$ cat src/core_pkg.sv
package core_pkg;

    // Datapath widths
    localparam int XLEN     = 32;
    localparam int NUM_REGS = 32;

    typedef logic [XLEN-1:0]             word_t;
    typedef logic [$clog2(NUM_REGS)-1:0] reg_addr_t;

    // 3R format, instruction bits 31..15
    localparam logic [16:0] OPC_ADD_W = 17'h00020;
    localparam logic [16:0] OPC_SUB_W = 17'h00022;
    localparam logic [16:0] OPC_SLT   = 17'h00024;
    localparam logic [16:0] OPC_SLTU  = 17'h00025;
    localparam logic [16:0] OPC_AND   = 17'h00029;
    localparam logic [16:0] OPC_OR    = 17'h0002A;
    localparam logic [16:0] OPC_XOR   = 17'h0002B;

    // 2RI12 format, instruction bits 31..22
    localparam logic [9:0] OPC_ADDI_W = 10'h00A;

    typedef enum logic [2:0] {
        ALU_ADD,
        ALU_SUB,
        ALU_SLT,
        ALU_SLTU,
        ALU_AND,
        ALU_OR,
        ALU_XOR
    } alu_op_e;

    // Decode stage record
    typedef struct packed {
        logic      valid;
        word_t     pc;
        alu_op_e   op;
        reg_addr_t rd;
        reg_addr_t rj;
        reg_addr_t rk;
        word_t     imm;
        logic      use_imm;
        logic      we;
    } dec_t;

    // Result heading to the register file
    typedef struct packed {
        logic      valid;
        word_t     pc;
        logic      we;
        reg_addr_t rd;
        word_t     wdata;
    } wb_t;

endpackage

$ cat src/id_stage.sv
`timescale 1ns/100ps

module id_stage
    import core_pkg::*;
#(
    parameter word_t RESET_PC = 32'h1C00_0000
) (
    input  logic  clk,
    input  logic  arst_n_i,
    input  logic  instr_valid_i,
    input  word_t instr_i,
    output dec_t  dec_o
);

    word_t pc_q;
    dec_t  dec_d;
    dec_t  dec_q;
    logic  known;

    always_comb begin
        dec_d       = '0;
        dec_d.valid = instr_valid_i;
        dec_d.pc    = pc_q;
        dec_d.rd    = instr_i[4:0];
        dec_d.rj    = instr_i[9:5];
        dec_d.rk    = instr_i[14:10];
        // si12 sits in bits 21..10
        dec_d.imm   = {{(XLEN-12){instr_i[21]}}, instr_i[21:10]};
        dec_d.op    = ALU_ADD;
        known       = 1'b1;

        if (instr_i[31:22] == OPC_ADDI_W) begin
            dec_d.use_imm = 1'b1;
        end else begin
            case (instr_i[31:15])
                OPC_ADD_W: dec_d.op = ALU_ADD;
                OPC_SUB_W: dec_d.op = ALU_SUB;
                OPC_SLT:   dec_d.op = ALU_SLT;
                OPC_SLTU:  dec_d.op = ALU_SLTU;
                OPC_AND:   dec_d.op = ALU_AND;
                OPC_OR:    dec_d.op = ALU_OR;
                OPC_XOR:   dec_d.op = ALU_XOR;
                default:   known = 1'b0;
            endcase
        end

        // Unknown encodings and r0 targets retire without a write
        dec_d.we = known && (dec_d.rd != '0);
    end

    // PC advances only on accepted instructions
    always_ff @(posedge clk or negedge arst_n_i) begin
        if (!arst_n_i) begin
            pc_q <= RESET_PC;
        end else if (instr_valid_i) begin
            pc_q <= pc_q + 32'd4;
        end
    end

    // Decode pipeline register, a bubble when no instruction arrives
    always_ff @(posedge clk or negedge arst_n_i) begin
        if (!arst_n_i) begin
            dec_q <= '0;
        end else begin
            dec_q <= dec_d;
        end
    end

    assign dec_o = dec_q;

endmodule

$ cat src/regfile.sv
`timescale 1ns/100ps

module regfile
    import core_pkg::*;
(
    input  logic      clk,
    input  logic      arst_n_i,
    input  reg_addr_t raddr_a_i,
    input  reg_addr_t raddr_b_i,
    input  wb_t       wb_i,
    output word_t     rdata_a_o,
    output word_t     rdata_b_o
);

    word_t regs [NUM_REGS];

    // Single write port from the commit stage
    always_ff @(posedge clk or negedge arst_n_i) begin
        if (!arst_n_i) begin
            for (int i = 0; i < NUM_REGS; i++) begin
                regs[i] <= '0;
            end
        end else if (wb_i.valid && wb_i.we) begin
            regs[wb_i.rd] <= wb_i.wdata;
        end
    end

    // Combinational reads, r0 is never written so it reads zero
    assign rdata_a_o = regs[raddr_a_i];
    assign rdata_b_o = regs[raddr_b_i];

endmodule

$ cat src/ex_stage.sv
`timescale 1ns/100ps

module ex_stage
    import core_pkg::*;
(
    input  dec_t  dec_i,
    input  word_t rdata_a_i,
    input  word_t rdata_b_i,
    input  wb_t   wb_i,
    output wb_t   wb_o
);

    logic  fwd_a;
    logic  fwd_b;
    word_t src_a;
    word_t src_b;
    word_t opnd_b;
    word_t result;

    // Producer one cycle ahead still sits in the write-back register
    assign fwd_a = wb_i.valid && wb_i.we && (wb_i.rd == dec_i.rj);
    assign fwd_b = wb_i.valid && wb_i.we && (wb_i.rd == dec_i.rk);

    assign src_a  = fwd_a ? wb_i.wdata : rdata_a_i;
    assign src_b  = fwd_b ? wb_i.wdata : rdata_b_i;
    assign opnd_b = dec_i.use_imm ? dec_i.imm : src_b;

    always_comb begin
        case (dec_i.op)
            ALU_ADD:  result = src_a + opnd_b;
            ALU_SUB:  result = src_a - opnd_b;
            ALU_SLT:  result = {{(XLEN-1){1'b0}}, $signed(src_a) < $signed(opnd_b)};
            ALU_SLTU: result = {{(XLEN-1){1'b0}}, src_a < opnd_b};
            ALU_AND:  result = src_a & opnd_b;
            ALU_OR:   result = src_a | opnd_b;
            ALU_XOR:  result = src_a ^ opnd_b;
            default:  result = '0;
        endcase
    end

    always_comb begin
        wb_o.valid = dec_i.valid;
        wb_o.pc    = dec_i.pc;
        wb_o.we    = dec_i.we;
        wb_o.rd    = dec_i.rd;
        wb_o.wdata = result;
    end

endmodule

$ cat src/commit_stage.sv
`timescale 1ns/100ps

module commit_stage
    import core_pkg::*;
(
    input  logic       clk,
    input  logic       arst_n_i,
    input  wb_t        wb_i,
    output wb_t        wb_o,
    output word_t      debug_wb_pc_o,
    output logic [3:0] debug_wb_rf_wen_o,
    output reg_addr_t  debug_wb_rf_wnum_o,
    output word_t      debug_wb_rf_wdata_o
);

    wb_t wb_q;

    // Write-back register, feeds the register file and forwarding
    always_ff @(posedge clk or negedge arst_n_i) begin
        if (!arst_n_i) begin
            wb_q <= '0;
        end else begin
            wb_q <= wb_i;
        end
    end

    assign wb_o = wb_q;

    // Trace registered on the same edge as the register file write
    always_ff @(posedge clk or negedge arst_n_i) begin
        if (!arst_n_i) begin
            debug_wb_pc_o       <= '0;
            debug_wb_rf_wen_o   <= '0;
            debug_wb_rf_wnum_o  <= '0;
            debug_wb_rf_wdata_o <= '0;
        end else begin
            debug_wb_rf_wen_o <= {4{wb_q.valid && wb_q.we}};
            // Hold last retirement when idle
            if (wb_q.valid) begin
                debug_wb_pc_o       <= wb_q.pc;
                debug_wb_rf_wnum_o  <= wb_q.rd;
                debug_wb_rf_wdata_o <= wb_q.wdata;
            end
        end
    end

endmodule

$ cat src/cpu_top.sv
`timescale 1ns/100ps

module cpu_top
    import core_pkg::*;
#(
    parameter word_t RESET_PC = 32'h1C00_0000
) (
    input  logic       clk,
    input  logic       arst_n_i,

    input  logic       instr_valid_i,
    input  word_t      instr_i,

    // Registered commit trace
    output word_t      debug_wb_pc_o,
    output logic [3:0] debug_wb_rf_wen_o,
    output reg_addr_t  debug_wb_rf_wnum_o,
    output word_t      debug_wb_rf_wdata_o
);

    dec_t  id_ex;
    wb_t   ex_commit;
    wb_t   commit_wb;
    word_t rf_rdata_a;
    word_t rf_rdata_b;

    id_stage #(
        .RESET_PC(RESET_PC)
    ) u_id_stage (
        .clk          (clk),
        .arst_n_i     (arst_n_i),
        .instr_valid_i(instr_valid_i),
        .instr_i      (instr_i),
        .dec_o        (id_ex)
    );

    // Operands are read while the instruction sits in the decode register
    regfile u_regfile (
        .clk      (clk),
        .arst_n_i (arst_n_i),
        .raddr_a_i(id_ex.rj),
        .raddr_b_i(id_ex.rk),
        .wb_i     (commit_wb),
        .rdata_a_o(rf_rdata_a),
        .rdata_b_o(rf_rdata_b)
    );

    ex_stage u_ex_stage (
        .dec_i    (id_ex),
        .rdata_a_i(rf_rdata_a),
        .rdata_b_i(rf_rdata_b),
        .wb_i     (commit_wb),
        .wb_o     (ex_commit)
    );

    commit_stage u_commit_stage (
        .clk                (clk),
        .arst_n_i           (arst_n_i),
        .wb_i               (ex_commit),
        .wb_o               (commit_wb),
        .debug_wb_pc_o      (debug_wb_pc_o),
        .debug_wb_rf_wen_o  (debug_wb_rf_wen_o),
        .debug_wb_rf_wnum_o (debug_wb_rf_wnum_o),
        .debug_wb_rf_wdata_o(debug_wb_rf_wdata_o)
    );

endmodule

$ cat config.mk
export PLATFORM = sky130hd
export DESIGN_NAME = cpu_top
export DESIGN_NICKNAME = d
export VERILOG_FILES = /design/src/core_pkg.sv /design/src/id_stage.sv /design/src/regfile.sv /design/src/ex_stage.sv /design/src/commit_stage.sv /design/src/cpu_top.sv
export SDC_FILE = /design/constraint.sdc
export NUM_CORES = 2
export LEC_CHECK = 0
export ABC_AREA = 1
export BUFFER_PORTS_ARGS = -buffer_cell sky130_fd_sc_hd__buf_2
export CAP_MARGIN = 25
export CORE_MARGIN = 1.5
export CORE_UTILIZATION = 37
export CTS_BUF_LIST = sky130_fd_sc_hd__clkbuf_4 sky130_fd_sc_hd__clkbuf_8
export DETAILED_ROUTE_END_ITERATION = 7
export PLACE_DENSITY_LB_ADDON = 0.12
export SETUP_SLACK_MARGIN = 0.2
export SLEW_MARGIN = 10
export SYNTH_ARGS = -nofsm -noshare
export SYNTH_HDL_FRONTEND = slang
export SYNTH_HIERARCHICAL = 1
export SYNTH_SLANG_ARGS = --single-unit
$ cat constraint.sdc
create_clock -name clk -period 10.36 [get_ports clk]
set_input_delay 0 -clock clk [delete_from_list [all_inputs] [get_ports clk]]
set_output_delay 0 -clock clk [all_outputs]
set_load 0.005 [all_outputs]
==> results.md <==
- Synth area leaders: dfrtp_1, nand2_1, nand3_1
- Async SR Flop Fraction: between 90% and 100%
- Post-synthesis sequential area ratio: approximately 43%
- GPL Wtd Cong: ~0.95
- Predominant post-synthesis flop cell: dfrtp_1
- Layout cells sized above 1: under 10%
- Final Core Density: between 40% and 50%
- Synth Area in Adders: under 10%
- Fin nets: ~11000
- Ports: around 110
- Worst-case clock buffer depth: 3
- Hold Fails Final Rpt: 0
- Largest family of logic cells by synthesized area: simple AND/OR/NAND/NOR gates
- Mapped Area: just over 0.07 mm²
- DR iter-0 viols: slightly above 9000
- Row Count: between 150 and 200
- Total gr overflow: 0
- XOR/XNOR Fraction of Synth Area: less than 1%
- Leak: roughly 38 nW
- ANT nets after route: 0
- Die area: roughly 0.2 mm²
- Fillers: about 20000
- Clock latency on the worst-skew pair: between 1 and 1.5 ns
- CTS tree: done
- Storage cell area: ~0.031 mm²
- Worst Hold Margin: between 0.1 and 0.15 ns
- All-Layer GR Usage: between 30% and 40%
- H-Tree Depth: 4
- Worst-path clk slew: 0.06 ns
- Power Density: between 150 and 200 mW/mm²
- Number of synthesis warnings: 6
- Fin Setup TNS: 0 ns
- Min Tclk post-route: between 6 and 7 ns
- Multi-input logic area: between 0.03 and 0.04 mm²
- Layout area overhead: 10.83%
- Worst-margin pin slew: around 1.2 ns
- Syn Inst Count: approximately 11000
- Via Count: approximately 73000
- Final setup vio count: 0
- Final Cycle Share: 58.15%
- Arrival time at the worst endpoint: between 6 and 7 ns
- Setup crit start kind: flop
- Post-place setup slack: 4.601 ns
- Dpl cell area: roughly 0.074 mm²
- Vias/cell: ~5.5
- IO Port Bufs: roughly 110
- Crit path cell chain: buf_4 > buf_4 > nand3_1 > nand3_1 > nand2_1 > nand2_1 > nand2_1 > nand2_1 > nand2_1 > inv_1 > nand2_1 > o21ai_1 > a21oi_1 > ha_1 > nand2_1 > inv_1 > nand2_1 > nor4_1 > nand2_1 > nand2_1 > nand2_1 > nand3_1 > nand3_1
- Number of synthesized flops with an enable pin: 0
- Syn Area/Cell: 6.785 µm²
- Relative slew slack: a little under a fifth
- Post-cts resize count: 0
- Number of global-route vias before repair: 69150
- Clock sink count: around 1300
- Post-route cell area: ~0.08 mm²
- Cts bufs inserted: between 200 and 250
- CP top delay family: simple AND/OR/NAND/NOR gates
- Die W: approximately 450 µm
- Failing checks: DRC
- Slowest stage cell, crit path: buf_4
- RSZ-0062 raised after global routing: no
- DRC viols: 15
- Max VDD drop: roughly 0.00014 V
- Number of max-cap violations: 0
- #FFs+latches synth: ~1300
- WL per Instance: approximately 24 µm
- Final Slew Violations: 0
- Critical Path End Type: flop
- Multiplexer share of the synthesized area: 0%
- Initial antenna violation count: 7
- Post-DP HPWL: roughly 180000 µm
- CORE AREA: a little under 0.2 mm²
- Clk root buf: clkbuf_8
- Setup CP Type: reg -> reg
- Area share of the largest cell type after synthesis: a little over two fifths
- CP bufs+invs: 4
- Synth area leader: dfrtp_1
- Drt first pass iters: 8
- First-pass GRT wire length: 463700 µm
- Detailed Route WL: about 310000 µm
- Critical path peak fanout: 56
- HP Class: in -> reg
- Fmax: ~170 MHz
- Initial core utilization: 37.27%
- Die height: between 400 and 500 µm
- Synth Area in Compound Gates: around 9.2%
- Cell mode on critical path: nand2_1
- Critical path required time: around 11 ns
- Simple-gate share of the synthesized area: a little under two fifths
- Worst path max stage delay: 0.84 ns
- Post-CTS repair timing setup buffer count: 0
- Final setup margin: ~4.3 ns
- Outcome: finished, violations left
- Final Skew: 0.06144 ns
- Largest net degree at the start of global routing: 177
- Distinct cells, synth: 48
[Yosys cell counts, drive strengths merged (5+ instances only)]
| cell type | count |
|---|---|
| a21oi | 115 |
| buf | 261 |
| clkbuf | 611 |
| dfrtp | 1250 |
| ha | 100 |
| inv | 412 |
| nand2 | 4757 |
| nand3 | 1666 |
| nand4 | 20 |
| nor2 | 232 |
| nor3 | 36 |
| o21ai | 1155 |
| o21bai | 8 |
| o221ai | 5 |
| o22ai | 29 |
| xnor2 | 6 |
| xor2 | 30 |
[metal layers]
metal	track usage [%]	share of wire (%)	vias up	routed length, µm
met2	47.51	44	3514	136800
met5	0	0.0035	-	11
li1	-	-	33770	-
met1	42.93	43	35170	135600
met3	5.093	8.4	627	26280
met4	13.36	4.5	2	14070
[cell families after synthesis]
kind of cell,after synthesis
and+or+nand+nor,6726
AOI/OAI and AO/OA,1320
buffers and inverters,1285
DFF,1253
adders and majority gates,102
xor gates and xnor gates,36
other,1
[final timing paths]
| path | depth (start not counted) | slack [ns] | from | to |
|---|---|---|---|---|
| min | 3 | 0.12 | instr_i[7] | u_id_stage/dec_o[41]$_DFF_PN0_ |
| max in group asynchronous | 5 | 8.33 | arst_n_i | u_commit_stage/debug_wb_rf_wdata_o[29]$_DFFE_PN0P_ |
| min reg2reg | 0 | 0.34 | u_id_stage/dec_o[55]$_DFF_PN0_ | u_commit_stage/wb_o[41]$_DFF_PN0_ |
| min in group asynchronous | 4 | 0.30 | arst_n_i | u_regfile/regs[668]$_DFFE_PN0P_ |
| max | 23 | 4.34 | u_id_stage/dec_o[3]$_DFF_PN0_ | u_commit_stage/wb_o[31]$_DFF_PN0_ |
| max reg2reg | 23 | 4.34 | u_id_stage/dec_o[3]$_DFF_PN0_ | u_commit_stage/wb_o[31]$_DFF_PN0_ |
[report_power, final]
part | total, mW | internal [mW] | switching [mW]
sequential | 5.23 | 5.02 | 0.218
combinational | 2.03 | 0.496 | 1.53
clock | 5.26 | 2.91 | 2.35
[timing repair]
action                     in CTS  in global routing
hold buffers                   76                  0
hold endpoints to repair      720                  0
setup endpoints to repair       0                  0
[layout by cell type (no fill, tap or decap), types with 106 or more instances in the layout]
cell / synthesis / layout
a21oi_1: 114 / 114
buf_2: 116 / 106
clkbuf_8: 0 / 291
dfrtp_1: 1250 / 1239
inv_1: 406 / 399
nand2_1: 4722 / 4722
nand3_1: 1666 / 1665
nor2_1: 220 / 220
o21ai_0: 1026 / 1026
o21ai_1: 128 / 128
[metrics by stage]
stage,instances,power (mW)
after floorplan,10720,6.314
after global placement,12690,7.201
after detailed placement,12700,7.222
after CTS,13190,12.54
after global routing,13210,13.04
final,13210,12.53
[final cells by class]
type | instances | share of cell area, %
Multi-Input combinational cell | 8186 | 44.96
Sequential cell | 1253 | 38.93
Antenna cell | 9 | 0.02793
Clock buffer | 368 | 5.684
Tap cell | 2624 | 4.072
Inverter | 413 | 1.983
Clock inverter | 39 | 0.5773
Timing Repair Buffer | 322 | 3.765
[flip-flops by register name, summed over array words and instances (netlist names)]
name and count:
u_regfile/regs 1024, u_commit_stage/wb_o 71, u_id_stage/dec_o 58, u_commit_stage/debug_wb_pc_o 32
u_commit_stage/debug_wb_rf_wdata_o 32, u_id_stage/pc_q 30, u_commit_stage/debug_wb_rf_wnum_o 5, u_commit_stage/debug_wb_rf_wen_o 1
[tightest hold or removal path: cells and delay by family]
kind     cells  cell delay, ns
buf+inv      3            1.13
Note: power is estimated with default switching activity, not from simulation.
